[src/apb_pkg.sv]
package apb_pkg;

  // the address counts words and not bytes, so one step of paddr is one 32-bit word
  localparam int ADDR_W = 12;
  localparam int DATA_W = 32;                   // fixed by the APB4 bus
  localparam int STRB_W = DATA_W / 8;           // one strobe bit per byte lane

  // fields the master drives during setup and holds through the access phase
  typedef struct packed {
    logic [ADDR_W-1:0] paddr;                   // word index into the memory
    logic              pwrite;                  // high for a write, low for a read
    logic [DATA_W-1:0] pwdata;                  // write data, ignored on reads
    logic [STRB_W-1:0] pstrb;                   // byte lanes to update on a write
  } apb_req_t;

  // what the slave returns while pready is high
  typedef struct packed {
    logic [DATA_W-1:0] prdata;                  // read data, zero for writes and errors
    logic              pslverr;                 // address beyond the memory depth
  } apb_rsp_t;

endpackage

[src/mem_pkg.sv]
package mem_pkg;

  import apb_pkg::*;                            // the memory side reuses the bus widths

  // only two operations reach the bank
  typedef enum logic {
    MEM_READ  = 1'b0,
    MEM_WRITE = 1'b1
  } mem_op_e;

  // one memory request, built from the APB request at setup time
  typedef struct packed {
    mem_op_e           op;
    logic [ADDR_W-1:0] addr;                    // still the full bus address, range check is in the bank
    logic [DATA_W-1:0] wdata;
    logic [STRB_W-1:0] strb;
  } mem_req_t;

  // response from the bank, one per request
  typedef struct packed {
    logic [DATA_W-1:0] rdata;
    logic              err;                     // set when the address is out of range
  } mem_rsp_t;

endpackage

[src/apb_ctrl_fsm.sv]
`timescale 1ns/1ps

module apb_ctrl_fsm import apb_pkg::*, mem_pkg::*; #(
  parameter int WAIT_STATES = 2
) (
  input  logic     pclk,
  input  logic     rst_n_i,
  input  logic     psel_i,
  input  logic     penable_i,
  input  apb_req_t apb_req_i,
  output logic     req_valid_o,
  output mem_req_t req_o,
  input  logic     req_ready_i,
  input  logic     rsp_valid_i,
  input  mem_rsp_t rsp_i,
  output logic     rsp_ready_o,
  output logic     timer_start_o,
  input  logic     timer_done_i,
  output logic     pready_o,
  output apb_rsp_t apb_rsp_o
);

  // IDLE waits for a setup phase, ISSUE covers a request slice that is not ready yet,
  // WAIT_RSP waits for the bank answer and the timer, DONE is the pready cycle
  typedef enum logic [1:0] {
    IDLE,
    ISSUE,
    WAIT_RSP,
    DONE
  } state_e;

  state_e   state_q;
  state_e   state_d;
  apb_rsp_t rsp_q;                              // response shown on the bus during pready
  logic     setup;                              // psel high with penable low
  logic     rsp_take;                           // response and timer both present

  assign setup = psel_i && !penable_i;

  // the timer already reads as done when no wait states are configured
  assign rsp_take = (state_q == WAIT_RSP) && rsp_valid_i && timer_done_i;

  // the master holds all request fields stable until pready, so the request is
  // mapped straight from the bus and stays valid for as long as ISSUE lasts
  assign req_o = '{
    op:    (apb_req_i.pwrite ? MEM_WRITE : MEM_READ),
    addr:  apb_req_i.paddr,
    wdata: apb_req_i.pwdata,
    strb:  apb_req_i.pstrb
  };

  always_comb begin
    state_d       = state_q;
    req_valid_o   = 1'b0;
    timer_start_o = 1'b0;
    rsp_ready_o   = 1'b0;
    case (state_q)
      IDLE: begin
        if (setup) begin
          req_valid_o   = 1'b1;                 // request goes out in the setup cycle itself
          timer_start_o = 1'b1;                 // wait states count from the first access cycle
          state_d       = req_ready_i ? WAIT_RSP : ISSUE;
        end
      end
      ISSUE: begin
        req_valid_o = 1'b1;                     // keep offering until the slice takes it
        if (req_ready_i) state_d = WAIT_RSP;
      end
      WAIT_RSP: begin
        if (rsp_take) state_d = DONE;
      end
      DONE: begin
        rsp_ready_o = 1'b1;                     // the response is popped only in the pready cycle
        state_d     = IDLE;
      end
      default: state_d = IDLE;
    endcase
  end

  always_ff @(posedge pclk) begin
    if (!rst_n_i) begin
      state_q <= IDLE;
    end else begin
      state_q <= state_d;
    end
  end

  // prdata is zero out of reset, then it keeps the last completed response
  always_ff @(posedge pclk) begin
    if (!rst_n_i) begin
      rsp_q <= '0;
    end else if (rsp_take) begin
      rsp_q.prdata  <= rsp_i.rdata;
      rsp_q.pslverr <= rsp_i.err;
    end
  end

  assign pready_o  = (state_q == DONE);         // comes from a register, so it is low after reset
  assign apb_rsp_o = rsp_q;

endmodule

[config.mk]
export PLATFORM = sky130hd
export DESIGN_NAME = apb_ctrl_fsm
export DESIGN_NICKNAME = d
export VERILOG_FILES = /design/src/apb_pkg.sv /design/src/mem_pkg.sv /design/src/apb_ctrl_fsm.sv
export SDC_FILE = /design/constraint.sdc
export NUM_CORES = 1
export LEC_CHECK = 0
export ABC_AREA = 1
export BUFFER_PORTS_ARGS = -buffer_cell sky130_fd_sc_hd__buf_4
export CAP_MARGIN = 0
export CORE_MARGIN = 5
export CORE_UTILIZATION = 32
export CTS_CLUSTER_SIZE = 40
export DETAILED_ROUTE_END_ITERATION = 12
export PLACE_DENSITY = 0.76
export SETUP_SLACK_MARGIN = 0.3
export SYNTH_ARGS = -nofsm -noshare
export SYNTH_HDL_FRONTEND = slang
export SYNTH_SLANG_ARGS = --single-unit
[constraint.sdc]
create_clock -name pclk -period 1.18 [get_ports pclk]
set_input_delay 0.118 -clock pclk [delete_from_list [all_inputs] [get_ports pclk]]
set_output_delay 0.118 -clock pclk [all_outputs]
set_load 0.05 [all_outputs]
# After elaboration in Yosys (flattened, before gate mapping)
# Cells that the tools add are included.
# word_totals
register_bits,35
latchBits,0
ram_bits,0
mem_bits_ro,0
input_bits,89
output_inout_bits,86
word_cells,25
n_memories,0
# op_classes
addsub,0
mul,0
n_div,0
order_cmp,0
eq_ne,6
shift,0
mux,10
bitwise_logic,0
reduce_logical,6
# op_table
cell,n
two-way mux 2 bit,4
case mux 2 bit (4 select lines),1
!= test 2 bit (second input constant),3
equality test 2 bit (second input constant),2
two-way mux 1 bit,4
logical AND 1 bit,3
AND reduction 3 bit,1
equality test 2 x 1 -> 1 bit (second input constant),1
zero test 2 bit,1
case mux 1 bit (2 select lines),1
zero test 1 bit,1

# Logic depth before layout (Yosys ltp)
# depth
depth_word,5
ltp_mapped,9
ltp_nobuf,8

# Least setup slack after synthesis
# No wires, ideal clock.
# synth_path
path_kind,reg-to-output
from,reg state_q[0]
to,out req_valid_o
arrival_time_ns,1.732
required_ns,1.062
slack_ns,-0.670
stages_incl_launch_ff,6
n_path_buf,0
path_cell_list,dfxtp_1 inv_1 ha_1 inv_1 nor2_1 or2_2
# synth_between
elab_chain_cells,2
elab_cells_between_ends,3
classes_between,eq/ne (1); mux (1); reduce/logical (1)
# synth_rtl
element,line_no,rtl
from (decl),apb_ctrl_fsm.sv:32,state_e state_q;
from (signal assigned),apb_ctrl_fsm.sv:84,state_q <= state_d;
equality test 2 x 1 -> 1 bit or zero test 2 bit (tied branches),apb_ctrl_fsm.sv:57,case (state_q)
case mux 1 bit (2 select lines) (*),apb_ctrl_fsm.sv:57,
to (decl),apb_ctrl_fsm.sv:11,"output logic req_valid_o,"
# Mark *: on every way between the ends. The rest lies on a longest branch, timed or not.

# Worst setup path after layout
# layout_path
from,reg state_q[1]
to,out req_valid_o
# The elaborated chain is that of the path after synthesis.

==> reports/metrics.cfg <==
[outcome]
status = complete, but fails checks
violations = setup timing

[hold_path]
min_from = rsp_i[15]
min_to = apb_rsp_o[15]
min_path_type = primary input to register
holdPathStages = 3

[die]
fp.dieH_um = 83.80
die_area_um2 = 7022
start_util = 0.3349
die_w_um = 83.80
core_area_um2 = 5205
io_pins = 175
core.rowCount = 26

[yosys]
yosysMostFrequentCell = buf_4
avgSynthCellArea_um2 = 7.816
synthTopCellsByCount = buf_4, inv_1, dfxtp_1
ys_types = 15
synth_edf_count = 0
syn_area_um2 = 1743
netlist_instances = 223
synth.area.top_cells = dfxtp_1, buf_4, a21oi_1
syn-num-nets = 316
synth_flop_cell = dfxtp_1
synth_area_leader_cell = dfxtp_1
ys_seq_area_frac = 0.4020
ys_warn_count = 0
yosysTopAreaCellShare = 0.4020
async_flop_share = 0
yosys_register_bits = 35

[power]
power_leakage_nw = 1.297
total_power_w = 0.005115
peakVddDrop_mv = 0.6184
powerDensity_nw_per_um2 = 1630

[setup_path]
cp_slowest_cell = dfxtp_2
critical_path_class = register to output pin
r2r-start = state_q[0]
arrival_ns = 1.32
worstRegToRegCells = 9
crit_path_start_kind = register
r2r-end = apb_rsp_o[16]
critPathCaptureType = output pin
crit_fanout = 3
path_common_cell = inv_4
ff2ff_setup_slack_ns = -0.23
max_stage_delay_ns = 0.36
critical_path_required_ns = 1.06
path_cells = inv_4 -> ha_4 -> inv_4 -> nor2_4 -> or2_4 -> buf_8

[cts]
cts_root_buf = clkbuf_8
numClockSinks = 35
cts.reportedPaths.clkPinSlew_ns = 0.07
cts_tree = built
hold_buffers = 0
clock_latency_ns = 0.28
htree_levels = 2
cts.path.max_buffers = 2
numCtsBuffers = 5

[routing]
finalWirelength_mm = 5.576
first_iter_violations = 60
drc = 0
post_drt_wl_per_cell_um = 16.07
firstDrtPassIters = 3
via_per_inst = 4.565
vias = 1584
antenna_left = 0

[placed_design]
gp_congestion = 0.6933
io_buffers = 76
hpwl_mm = 2.813

[final_layout]
area_growth_syn_to_layout_pct = 80.04
nNetsFinal = 370
diodes = 0
nFillCells = 429
drive_gt1_frac = 0.7726

[global_route]
gr-total-overflow = 0
grt_first_pass_wirelength_mm = 9.018
antenna_found_initial = 0
first_global_vias = 1795
grt_start_max_net_pins = 36
track_usage = 0.1611

[timing]
tns_ns = -5.720
period_minus_slack_ns = 1.441
fin_worst_skew_ns = 0.004794
worst_slew_pin_slew_ns = 0.4914
relSlewSlack = 0.6724
setup_slack_ns = -0.2615
whs_ns = 0.08779
fmax_mhz = 693.7
hold_viol_final = 0
drv_slew = 0
rsz0062_at_grt = true
setup_violations = 39
fin_crit_sh = 1.222

[run]
max_cap_violations = 0

## metal layers
metal  GRT usage  share of wire
met5           0              0
met4      0.1009          0.037
met3     0.04640          0.061
met2      0.3030           0.57
met1      0.1506           0.34
## through the flow
step | util | cell area, um2 | std cells | setup WS (ns)
after floorplan | - | 1778 | 223 | -0.06656
after global placement | 0.3976 | 2069 | 315 | -0.02901
after detailed placement | 0.3976 | 2069 | 315 | -0.09305
after CTS | 0.5873 | 3057 | 343 | -0.2570
after global routing | 0.6029 | 3138 | 347 | -0.3066
final | 0.6029 | 3138 | 347 | -0.2615
## flip-flops by register name, indices dropped and copies added (netlist names)
name and flops:
state_q 2, apb_rsp_o 33
## cell usage in the layout, fill, tap and decap left out
cell      instances
a21oi_2          28
or2_4             1
o21ai_1           9
o21ai_4           1
buf_12            4
dfxtp_2          35
a21oi_1           2
buf_6             5
o21ai_0           2
clkbuf_8          6
inv_2             1
nand3_4           2
buf_16            8
o21ai_2          21
inv_4             2
inv_1            35
buf_4            53
ha_2              2
clkinv_2          1
nor2_1            4
nor2_4            1
o21a_1            1
nand2_2           1
ha_4              2
a21oi_4           3
nand2_1          10
buf_8            37
## layout make-up
type / instances / area, um2 / area share
Timing Repair Buffer: 107 / 1310 / 0.4175
Multi-Input combinational cell: 90 / 760.7 / 0.2424
Sequential cell: 35 / 744.5 / 0.2372
Inverter: 38 / 147.6 / 0.04705
Tap cell: 70 / 87.58 / 0.02791
Clock buffer: 6 / 82.58 / 0.02632
Clock inverter: 1 / 5.005 / 0.001595
## worst max path at each step
stage / startpoint / endpoint / slack [ns] / cells past startpoint
after floorplan: state_q[1] / req_valid_o / -0.07 / 5
after global placement: state_q[0] / apb_rsp_o[28] / -0.03 / 6
after detailed placement: state_q[0] / apb_rsp_o[19] / -0.09 / 6
after CTS: state_q[0] / req_valid_o / -0.26 / 4
after global routing: state_q[1] / req_valid_o / -0.31 / 6
final: state_q[1] / req_valid_o / -0.26 / 6
## where the power goes
group | leakage, nW | total, W | switching, W | internal, W
sequential | 0.301 | 0.00152 | 0.000142 | 0.00138
combinational | 0.949 | 0.00271 | 0.00139 | 0.00133
clock | 0.0470 | 0.000882 | 0.000424 | 0.000458
## cell families after synthesis
kind of cell               count (synthesis)  share of synthesized area
and+or+nand+nor                           19                    0.04954
AOI/OAI and AO/OA                         67                     0.1938
adders and majority gates                  4                    0.02872
DFF                                       35                     0.4020
buffers and inverters                     98                     0.3259
## worst max-delay path, delay by kind of cell (launching register included)
family,cells,cell delay (ns)
DFF,1,0.36
buffers and inverters,3,0.26
and+or+nand+nor,2,0.26
adders and majority gates,1,0.16
## repair_timing
| action | CTS | global route |
|---|---|---|
| buffers inserted | 13 | 4 |
| gates cloned | 8 | 0 |
| pin swaps | 19 | 10 |
| gates resized for setup | 211 | 10 |
| endpoints found under the setup margin | 72 | 72 |
No activity file was read; power rests on OpenSTA's default activity.
