--- config.mk ---
export PLATFORM = sky130hd
export DESIGN_NAME = pipe_slice
export DESIGN_NICKNAME = d
export VERILOG_FILES = /design/src/pipe_slice.sv
export SDC_FILE = /design/constraint.sdc
export NUM_CORES = 1
export LEC_CHECK = 0
export BUFFER_PORTS_ARGS = -buffer_cell sky130_fd_sc_hd__buf_2
export CAP_MARGIN = 20
export CORE_UTILIZATION = 24
export CTS_BUF_LIST = sky130_fd_sc_hd__clkbuf_4 sky130_fd_sc_hd__clkbuf_8
export DETAILED_ROUTE_END_ITERATION = 10
export PLACE_DENSITY_LB_ADDON = 0.1
export SLEW_MARGIN = 20
export SYNTH_ARGS = -nofsm -noshare
export SYNTH_HDL_FRONTEND = slang
export SYNTH_SLANG_ARGS = --single-unit
export TNS_END_PERCENT = 30
--- constraint.sdc ---
create_clock -name pclk -period 2.1 [get_ports pclk]
set_input_delay 0.21 -clock pclk [delete_from_list [all_inputs] [get_ports pclk]]
set_output_delay 0.21 -clock pclk [all_outputs]
set_load 0.01 [all_outputs]
--- src/pipe_slice.sv ---
`timescale 1ns/1ps

module pipe_slice #(
  parameter type payload_t = logic [31:0]
) (
  input  logic     pclk,
  input  logic     rst_n_i,
  input  logic     in_valid_i,
  output logic     in_ready_o,
  input  payload_t in_data_i,
  output logic     out_valid_o,
  input  logic     out_ready_i,
  output payload_t out_data_o
);

  logic     valid_q;                            // the entry holds an item
  payload_t data_q;                             // the item itself
  logic     load;                               // an item is accepted on this edge

  // ready while empty, or while the held item leaves on the same edge,
  // which gives one item per cycle when the consumer keeps draining
  assign in_ready_o = !valid_q || out_ready_i;
  assign load       = in_valid_i && in_ready_o;

  always_ff @(posedge pclk) begin
    if (!rst_n_i) begin
      valid_q <= 1'b0;
    end else if (in_ready_o) begin
      valid_q <= in_valid_i;                    // refill or go empty
    end
  end

  // the payload only moves when a new item is taken
  always_ff @(posedge pclk) begin
    if (load) begin
      data_q <= in_data_i;
    end
  end

  assign out_valid_o = valid_q;
  assign out_data_o  = data_q;

endmodule

# [After elaboration in Yosys (flattened, before gate mapping)]
# Cells that the tools add are included.
[word_totals] input_bits=36 reg_bits=33 output_inout_bits=34 wordCells=5
[classes] reduce_logical=3
[op_table] op="$logic_and 1x1->1" n=1
[op_table] op="$logic_not 1->1" n=1
[op_table] op="$logic_or 1x1->1" n=1

# [Logic depth before layout (Yosys ltp)]
# Gate-level depths: netlist of the first run.
[logic_depth] word_depth=3 mapped_depth=2 depth_no_buf=2

# [Worst setup path after synthesis of the first run]
# No wires, ideal clock.
[synth_path] path_kind="reg-to-reg" startpoint="reg valid_q, in the netlist out_valid_o" endpoint="reg data_q (netlist bit out_data_o[0]) (enable)" setup_time_ns=0.340 stages_incl_launch_ff=3 synth_period_minus_slack_ns=1.132 slack_ns=0.968 arrival_time_ns=0.793 cell_sequence="dfxtp_1 > nand2b_4 > and2_4"
[synth_between] elab_chain_len=3
[synth_lines] item="start: declaration" line="16" rtl="logic valid_q;"
[synth_lines] item="start signal: assignment" line="29" rtl="valid_q <= in_valid_i;"
[synth_lines] item="$logic_not 1->1" line="22" rtl="assign in_ready_o = !valid_q || out_ready_i;"
[synth_lines] item="$logic_or 1x1->1" line="22"
[synth_lines] item="via in_ready_o" line="9" rtl="output logic in_ready_o,"
[synth_lines] item="$logic_and 1x1->1" line="23" rtl="assign load = in_valid_i && in_ready_o;"
[synth_lines] item="via load" line="18" rtl="logic load;"
[synth_lines] item="end signal: assignment" line="36" rtl="data_q <= in_data_i;"
[synth_lines] item="end: declaration" line="17" rtl="payload_t data_q;"
# The timed path passes the listed nets, and every way through them passes these cells.
# A chain may end at the register's enable or synchronous reset.

# [Worst setup path after layout of the first run]
[layout_path] startpoint="reg valid_q, in the netlist out_valid_o" endpoint="reg data_q (netlist bit out_data_o[13]) (enable)"
[layout_between] elab_chain_len=3
[layout_lines] item="$logic_not 1->1" line="22"
[layout_lines] item="$logic_or 1x1->1" line="22"
[layout_lines] item="$logic_and 1x1->1" line="23"
[layout_lines] item="via load" line="18"
# The timed path passes the listed nets, and every way through them passes these cells.

==> results of run 1 <==
cell usage in the layout, fill, tap and decap left out, drive strengths merged:
| cell | synthesis | final |
|---|---|---|
| edfxtp | 32 | 32 |
| buf | 0 | 69 |
| clkinv | 0 | 1 |
| dfxtp | 1 | 1 |
| a21boi | 1 | 1 |
| inv | 1 | 1 |
| and2 | 1 | 1 |
| clkbuf | 0 | 6 |
| nand2b | 1 | 1 |
critical path: stages (launching register included):
cell and delay (ps):
sky130_fd_sc_hd__dfxtp_1 330, sky130_fd_sc_hd__nand2b_4 80, sky130_fd_sc_hd__and2_4 410
flip-flops by register name, summed over array words and instances, names as in the netlist:
| name | cells |
|---|---|
| out_data_o | 32 |
| out_valid_o | 1 |
layout make-up:
| class | instances | area share [%] |
|---|---|---|
| Clock buffer | 6 | 5.066 |
| Clock inverter | 1 | 0.2492 |
| Inverter | 1 | 0.2492 |
| Multi-Input combinational cell | 3 | 2.243 |
| Sequential cell | 33 | 65.12 |
| Tap cell | 50 | 4.153 |
| Timing Repair Buffer | 69 | 22.92 |
cells by family after synthesis:
logic type,share of synthesized area (%)
DFF,96.31
and+or+nand+nor,2.211
AOI/OAI and AO/OA,1.106
buffers and inverters,0.3682
per-layer routing:
layer  wire [µm]  up-vias  track usage, %  part of all wire, %
met5           0        -               0                    0
met4           0        0           2.394                    0
met3         164        0           4.561                  8.9
met2         963       38           15.13                   52
met1         711      283           8.451                   39
li1            -      293               -                    -
where the power goes:
group          internal [mW]  switching (mW)  leakage (nW)
Sequential             0.768         0.00872         0.318
Clock                  0.236           0.188        0.0421
Combinational         0.0507          0.0567         0.292
through the flow:
| step | area (µm²) | cells | hold WS, ps | power (mW) |
|---|---|---|---|---|
| 3_3_place_gp | 1426 | 156 | 386.8 | 0.8995 |
| 2_1_floorplan | 1018 | 37 | 308.9 | 0.8306 |
| 5_1_grt | 1506 | 163 | 93.92 | 1.379 |
| 4_1_cts | 1506 | 163 | 101.7 | 1.339 |
| 3_5_place_dp | 1426 | 156 | 388.9 | 0.9022 |
| 6_report | 1506 | 163 | 114.9 | 1.309 |
worst paths after layout:
kind                      start             end  depth (start not counted)
hold reg to reg     out_valid_o     out_valid_o                          2
hold / removal    in_data_i[26]  out_data_o[26]                          1
setup reg to reg    out_valid_o  out_data_o[13]                          2
setup / recovery    out_valid_o  out_data_o[13]                          2
==> impl_metrics.toml, run 1 <==
[run_status]
status = "finished clean"

[detailed_routing]
via_count = 614
first_pass_iters = 2
via_per_inst = 3.767
antenna_violating_nets_post_route = 0
detail_route.wirelength_um = 1839
detailedRoute.firstIterationViolations = 31
detail_route.wl_per_cell_um = 11.28
drcViolationCount = 0

[logic_synthesis]
ys_ff_latch = 33
post-synth-top-area-cell = "sky130_fd_sc_hd__edfxtp_1"
async_flop_share_pct = 0
predominant_post_synthesis_flop_cell = "sky130_fd_sc_hd__edfxtp_1"
yosysTopAreaCellShare_pct = 94.35
synth-warning-count = 0
average_instance_area_after_synthesis_um2 = 27.53
synth_most_common_cell = "sky130_fd_sc_hd__edfxtp_1"
number_of_distinct_standard_cells_referenced_by_the_synthesized_netlist = 6
synth_sequential_area_ratio_pct = 96.31
synthesis.nets = 73
number_of_enable_flip_flop_cells_after_synthesis = 32
synth_area_leaders = "sky130_fd_sc_hd__edfxtp_1 (94%), sky130_fd_sc_hd__dfxtp_1 (2.0%), sky130_fd_sc_hd__nand2b_4 (1.4%), sky130_fd_sc_hd__a21boi_2 (1.1%), sky130_fd_sc_hd__and2_4 (0.86%)"
synthCells = 37
syn_area_um2 = 1018

[sta]
setup-violations-final = 0
setup-tns-final_ps = 0
setup_ws_post_layout_ps = 925.8
drv_slew = 0
fin_crit_sh_pct = 55.91
worst_slew_margin_rel_pct = 72.57
rsz0062_at_grt = "no"
timing.fmax_ghz = 0.8517
clock_skew_ps = 2.452
report.final.hold_viol_count = 0
fin_crit_ps = 1174
tightestPinTransition_ps = 411.5

[cells_and_area]
fraction_of_layout_instances_using_a_drive_strength_above_1_pct = 69.03
multi_input_area_um2 = 33.78
n_fill_cell = 394
finalCoreUtilization_pct = 37.39
area.sequential_um2 = 980.9
layout_overhead_on_the_synthesized_area_pct = 47.91
antenna_cells = 0
num-nets-final = 149

[setup_path]
critical_path_required_ps = 2020
critical_path.max_fanout = 32
critPathKind = "flop to flop"
critPathArrivalTime_ps = 1100
worst_setup_path_end_kind = "flop"
worst_setup_slack_for_register_to_register_paths_ps = 930
crit_path_start_kind = "flop"

[floorplan]
floorplan.initialDensity_pct = 25.28
design.die.area_um2 = 4508
num_io_pins = 70
die_y_um = 67.15
die_x_um = 67.15
core-area_um2 = 4029
fp-row-count = 23

[clock_network]
cts_repair_resize_count = 0
path_clk_slew_ps = 60
clk_root_buffer_cell = "sky130_fd_sc_hd__clkbuf_8"
cts_tree = "done"
cts-buffers-inserted = 5
cts_hold_buffers = 0
cts.repair_timing.setup_buffer_count = 0
clock_tree.buffer_depth = 2
clock_insertion_delay_worst_skew_ps = 270
clock_sink_count = 33
htreeDepth = 2

[min_path]
hold_class = "primary input to flop"

[flow_run]
max_cap_violations = 0

[placement]
pre_cts_slack_ps = 900.4
routability_driven_placement_congestion_ratio = 0.6129
numPortBuffers = 69

[grt]
grt_max_degree = 33
grt_first_pass_wirelength_um = 2711
number_of_antenna_violations_at_the_first_check_in_global_routing = 0
global_route.overflow_total = 0
via_count_of_the_first_global_routing_pass = 623
grt_util_all_layers_pct = 8.481

[pwr]
power.density_nw_per_um2 = 868.7
total_leakage_power_nw = 0.6517
ir_drop_uv = 301.3
No activity file was read; power rests on OpenSTA's default activity.
==> run 2: changes to the inputs <==
--- a/config.mk
+++ b/config.mk
@@ -5,6 +5,7 @@
 export SDC_FILE = /design/constraint.sdc
 export NUM_CORES = 1
 export LEC_CHECK = 0
+export ABC_AREA = 1
 export BUFFER_PORTS_ARGS = -buffer_cell sky130_fd_sc_hd__buf_2
 export CAP_MARGIN = 20
 export CORE_UTILIZATION = 24
==> constraint.sdc (replaced) <==
create_clock -name pclk -period 1.2 [get_ports pclk]
set_input_delay 0.12 -clock pclk [delete_from_list [all_inputs] [get_ports pclk]]
set_output_delay 0.12 -clock pclk [all_outputs]
set_load 0.01 [all_outputs]
==> run 2 against run 1 <==
Via count is 5.7% higher. Synthesized cell count is 5.4% higher. Cell count rose by 4.3%. Critical path depth unchanged. Clock power up 110%. Cell area rose by 4.9%. Die area shrank 0.61%. Hold slack got worse by 98 ps. Sequential share of layout area down 3.0 points. Largest power group unchanged. Maximum frequency grew 16%.
==> impl_metrics.toml, run 2 <==
[cells_and_area]
area.sequential_um2 = 982.2
largest_register_ffs = 32
final_cell_mix = "sky130_fd_sc_hd__buf_2 (69), sky130_fd_sc_hd__edfxtp_1 (32), sky130_fd_sc_hd__clkbuf_8 (6), sky130_fd_sc_hd__dlygate4sd3_1 (3)"
layout_overhead_on_the_synthesized_area_pct = 56.12
num-nets-final = 155
multi_input_area_um2 = 31.28
layout.cells.most_common = "sky130_fd_sc_hd__buf_2"
finish.instance_area_um2 = 1580
antenna_cells = 0
n_fill_cell = 401
fraction_of_layout_instances_using_a_drive_strength_above_1_pct = 69.17

[sta]
fin_crit_sh_pct = 84.13
setup-violations-final = 0
worst_slew_margin_rel_pct = 88.49
worst_hold_slack_ps = 16.91
rsz0062_at_grt = "no"
setup-tns-final_ps = 0
fin_crit_ps = 1010
drv_slew = 0
tightestPinTransition_ps = 172.7
timing.fmax_ghz = 0.9905
setup_ws_post_layout_ps = 190.4
report.final.hold_viol_count = 0
clock_skew_ps = 4.080

[logic_synthesis]
synth.cells.most_frequent = "sky130_fd_sc_hd__edfxtp_1 (32), sky130_fd_sc_hd__inv_1 (2)"
average_instance_area_after_synthesis_um2 = 25.95
number_of_enable_flip_flop_cells_after_synthesis = 32
synthCells = 39
number_of_distinct_standard_cells_referenced_by_the_synthesized_netlist = 7
synth-warning-count = 0
synth_area_leaders = "sky130_fd_sc_hd__edfxtp_1 (95%), sky130_fd_sc_hd__dfxtp_1 (2.0%), sky130_fd_sc_hd__a21oi_2 (0.87%), sky130_fd_sc_hd__inv_1 (0.74%), sky130_fd_sc_hd__nand2_2 (0.62%)"
synth_sequential_area_ratio_pct = 96.91
predominant_post_synthesis_flop_cell = "sky130_fd_sc_hd__edfxtp_1"
ys_ff_latch = 33
yosysTopAreaCellShare_pct = 94.93
synth_most_common_cell = "sky130_fd_sc_hd__edfxtp_1"
post-synth-top-area-cell = "sky130_fd_sc_hd__edfxtp_1"
synthesis.nets = 75
syn_area_um2 = 1012
async_flop_share_pct = 0

[pwr]
combinationalPowerShare_pct = 8.5
p_switching_uw = 486.0
total_leakage_power_nw = 0.6850
power.share.switching_pct = 19.89
pwr-share-seq_pct = 55.7
clkPwrFrac_pct = 35.8
total_power_mw = 2.444
intPower_mw = 1.958
ir_drop_uv = 684.0
power.density_nw_per_um2 = 1546

[floorplan]
die_x_um = 66.94
die_y_um = 66.94
floorplan.initialDensity_pct = 25.12
design.die.area_um2 = 4481
fp-row-count = 23
core-area_um2 = 4029
num_io_pins = 70

[detailed_routing]
via_per_inst = 3.818
detailedRoute.firstIterationViolations = 19
first_pass_iters = 3
drcViolationCount = 0
via_count = 649
detail_route.wl_per_cell_um = 11.74
detail_route.wirelength_um = 1996
antenna_violating_nets_post_route = 0

[placement]
pre_cts_slack_ps = 198.5
routability_driven_placement_congestion_ratio = 0.6481
dpl_cell_area_um2 = 1453
numPortBuffers = 69

[setup_path]
critPathArrivalTime_ps = 980
crit_path_start_kind = "flop"
worst_setup_path_end_kind = "flop"
worstSetupStartpoint = "out_valid_o"
worst_setup_slack_for_register_to_register_paths_ps = 190
critPathKind = "flop to flop"
rr_endpoint = "out_data_o[12]"
critical_path.max_fanout = 32
ff2ff_path_depth = 2
critical_path_required_ps = 1170
r2r-start = "out_valid_o"

[clock_network]
htreeDepth = 2
cts_repair_resize_count = 0
clock_insertion_delay_worst_skew_ps = 270
clk_root_buffer_cell = "sky130_fd_sc_hd__clkbuf_8"
cts-buffers-inserted = 5
clock_sink_count = 33
cts_tree = "done"
path_clk_slew_ps = 60
clock_tree.buffer_depth = 2

[grt]
via_count_of_the_first_global_routing_pass = 630
grt_util_all_layers_pct = 9.389
grt_first_pass_wirelength_um = 2773
grt_max_degree = 33
number_of_antenna_violations_at_the_first_check_in_global_routing = 0
global_route.overflow_total = 0

[min_path]
holdCritStartpoint = "in_data_i[9]"
worst_hold_path.endpoint = "out_data_o[9]"
whs_path_depth = 1
hold_class = "primary input to flop"

[flow_run]
max_cap_violations = 0

[run_status]
status = "finished clean"
==> run 2: kinds of logic after synthesis <==
family / after synthesis / share of synthesized area, %
flip-flops: 33 / 96.91
AND/OR/NAND/NOR: 1 / 0.6184
buffers and inverters: 3 / 1.112
AO/OA/AOI/OAI: 2 / 1.359
==> run 2: how the worst max path moves through the flow <==
stage	to	cells after the start
floorplan	out_data_o[0]	1
global placement	out_data_o[28]	2
detailed placement	out_data_o[16]	2
CTS	out_data_o[25]	2
global route	out_data_o[12]	2
finish	out_data_o[12]	2
==> run 2: timing repair <==
item | in CTS | in global routing
setup buffers | 0 | 0
hold buffers | 0 | 3
hold endpoints to repair | 0 | 3
endpoints found under the setup margin | 0 | 0
==> run 2: metrics by stage <==
step / util, % / instances
detailed placement: 36.06 / 159
floorplan: - / 39
global placement: 36.06 / 159
finish: 39.22 / 170
global route: 39.22 / 170
CTS: 38.48 / 167
==> run 2: final cells by class <==
cell class	instances	area share (%)
sequential	33	62.15
timing repair buffer	73	25.02
clock buffer	8	6.176
tap	50	3.959
multi-input combinational	3	1.979
inverter	3	0.7126
==> run 2: critical path, cell delays in order (launching register included) <==
cell and delay (ps):
sky130_fd_sc_hd__dfxtp_2 340, sky130_fd_sc_hd__a21oi_4 140, sky130_fd_sc_hd__buf_12 220
==> run 2: power groups by stage <==
stage | clock, mW | combinational (mW) | sequential, mW
detailed placement | 0 | 0.205 | 1.39
floorplan | 0 | 0.0310 | 1.43
finish | 0.876 | 0.207 | 1.36
global placement | 0 | 0.202 | 1.39
CTS | 0.911 | 0.205 | 1.36
global route | 0.955 | 0.226 | 1.37
==> run 2: layer usage <==
| metal | wire length (µm) | global-route usage (%) | vias to the layer above |
|---|---|---|---|
| met5 | 0 | 0 | - |
| met4 | 42 | 4.787 | 0 |
| met3 | 183 | 5.479 | 6 |
| met2 | 1098 | 16.04 | 37 |
| met1 | 672 | 8.766 | 298 |
| li1 | - | - | 308 |
==> run 3: changes to the inputs <==
==> constraint.sdc (replaced) <==
create_clock -name pclk -period 0.85 [get_ports pclk]
set_input_delay 0.085 -clock pclk [delete_from_list [all_inputs] [get_ports pclk]]
set_output_delay 0.085 -clock pclk [all_outputs]
set_load 0.01 [all_outputs]
==> run 3 against run 2 <==
The flow now finishes with violations (setup timing). Routed wire length grew 14%. Register-to-register slack lost 350 ps. Core utilization grew 8.7 points. Sequential share of layout area shrank 11 points. Sequential cell count is the same. Clock skew grew 3.5 ps. Critical endpoint unchanged. Largest power group unchanged.
==> impl_metrics.toml, run 3 (same netlist as run 2, synthesis figures left out) <==
[grt]
grt_max_degree = 17
grt_util_all_layers_pct = 10.78
grt.busiest_layer = "met2"
global_route.overflow_total = 0
groute.layer.met2.usage_pct = 19.32
grt_first_pass_wirelength_um = 3298
use_met3_pct = 4.966
via_count_of_the_first_global_routing_pass = 780
number_of_antenna_violations_at_the_first_check_in_global_routing = 0
grtUsageMet1_pct = 10.10

[cells_and_area]
largest_register_ffs = 32
num-nets-final = 188
final_cell_mix = "sky130_fd_sc_hd__buf_2 (66), sky130_fd_sc_hd__dlygate4sd3_1 (32), sky130_fd_sc_hd__edfxtp_1 (32), sky130_fd_sc_hd__clkbuf_8 (5), sky130_fd_sc_hd__buf_6 (4)"
antenna_cells = 0
fin_cells = 203
multi_input_area_um2 = 36.28
fraction_of_layout_instances_using_a_drive_strength_above_1_pct = 56.86
layout.cells.most_common = "sky130_fd_sc_hd__buf_2"
finish.instance_area_um2 = 1929
n_fill_cell = 379
finalCoreUtilization_pct = 47.89
layout_overhead_on_the_synthesized_area_pct = 90.61
area.sequential_um2 = 982.2

[clock_network]
cts_tree = "done"
clk_root_buffer_cell = "sky130_fd_sc_hd__clkbuf_8"
clock_sink_count = 33
path_clk_slew_ps = 70
cts-buffers-inserted = 5
htreeDepth = 2
clock_tree.buffer_depth = 2
clock_insertion_delay_worst_skew_ps = 280

[detailed_routing]
detail_route.wl_per_cell_um = 11.20
antenna_violating_nets_post_route = 0
detailedRoute.firstIterationViolations = 56
via_count = 773
drcViolationCount = 0
first_pass_iters = 3
via_per_inst = 3.808
detail_route.wirelength_um = 2273

[setup_path]
timing.critical_path.max_delay_family = "flip-flops"
path_buf_inv = 1
ordered_cell_list_for_the_critical_path = "a21oi_4 -> buf_12"
critPathArrivalTime_ps = 990
critical_path_required_ps = 840
worst_setup_slack_for_register_to_register_paths_ps = -160
cpPeakStageDelay_ps = 340
ff2ff_path_depth = 2
critical_path_top_delay_cell = "sky130_fd_sc_hd__dfxtp_2"
worst_setup_path_end_kind = "flop"
critPathKind = "flop to flop"
crit_path_start_kind = "flop"
critical_path.max_fanout = 16
critical_path_depth = 2

[pwr]
total_power_mw = 3.490
power.density_nw_per_um2 = 1809
ir_drop_uv = 861.8
total_leakage_power_nw = 0.8402

[sta]
worst_slew_margin_rel_pct = 87.56
tightestPinTransition_ps = 186.2
worst_hold_slack_ps = 30.78
fin_crit_sh_pct = 118.7
clock_skew_ps = 7.576
fin_crit_ps = 1009
rsz0062_at_grt = "yes"
report.final.hold_viol_count = 0
setup-tns-final_ps = -5472
setup_ws_post_layout_ps = -158.5
timing.fmax_ghz = 0.9915
drv_slew = 0
setup-violations-final = 59

[flow_run]
max_cap_violations = 0

[floorplan]
fp-row-count = 23
die_x_um = 66.94
die_y_um = 66.94
design.die.area_um2 = 4481
core-area_um2 = 4029
floorplan.initialDensity_pct = 25.12
num_io_pins = 70

[placement]
routability_driven_placement_congestion_ratio = 0.6516
numPortBuffers = 69
pre_cts_slack_ps = -135.1
placed_instances = 163
dpl_cell_area_um2 = 1495
detailedPlacementHpwl_um = 1564

[min_path]
whs_path_depth = 3
hold_class = "primary input to flop"

[run_status]
violations_in_the_final_reports = "setup timing"
status = "finished, violations left"
run 3: per-layer routing:
layer	share of wire [%]	vias up	wire [µm]
met5	0	-	0
met4	2.0	0	46
met3	8.0	5	181
met2	55	37	1261
met1	34	357	783
li1	-	374	-
run 3: final timing paths:
check / startpoint / to
worst max-delay path: out_valid_o / out_data_o[12]
worst max register to register: out_valid_o / out_data_o[12]
worst min-delay path: rst_n_i / out_valid_o
worst min register to register: out_valid_o / out_valid_o
run 3: power by group:
part           switching (mW)  internal, mW
registers              0.0241          1.90
logic                   0.177         0.261
clock network           0.532         0.598
run 3: tightest hold or removal path: cells and delay by family:
family	cells	cell delay [ps]
buffers and inverters	2	150
AOI/OAI and AO/OA	1	40
run 3: layout make-up:
class / instances / area share [%]
Clock inverter: 2 / 0.5188
Timing Repair Buffer: 106 / 38.91
Sequential cell: 33 / 50.91
Tap cell: 50 / 3.243
Clock buffer: 6 / 3.956
Multi-Input combinational cell: 3 / 1.881
Inverter: 3 / 0.5837
run 3: timing repair:
item	4_1_cts	5_1_grt
pin swaps	1	0
endpoints found under the hold margin	32	0
setup endpoints to repair	66	66
setup buffers	0	0
gates resized for setup	3	2
hold buffers	32	0
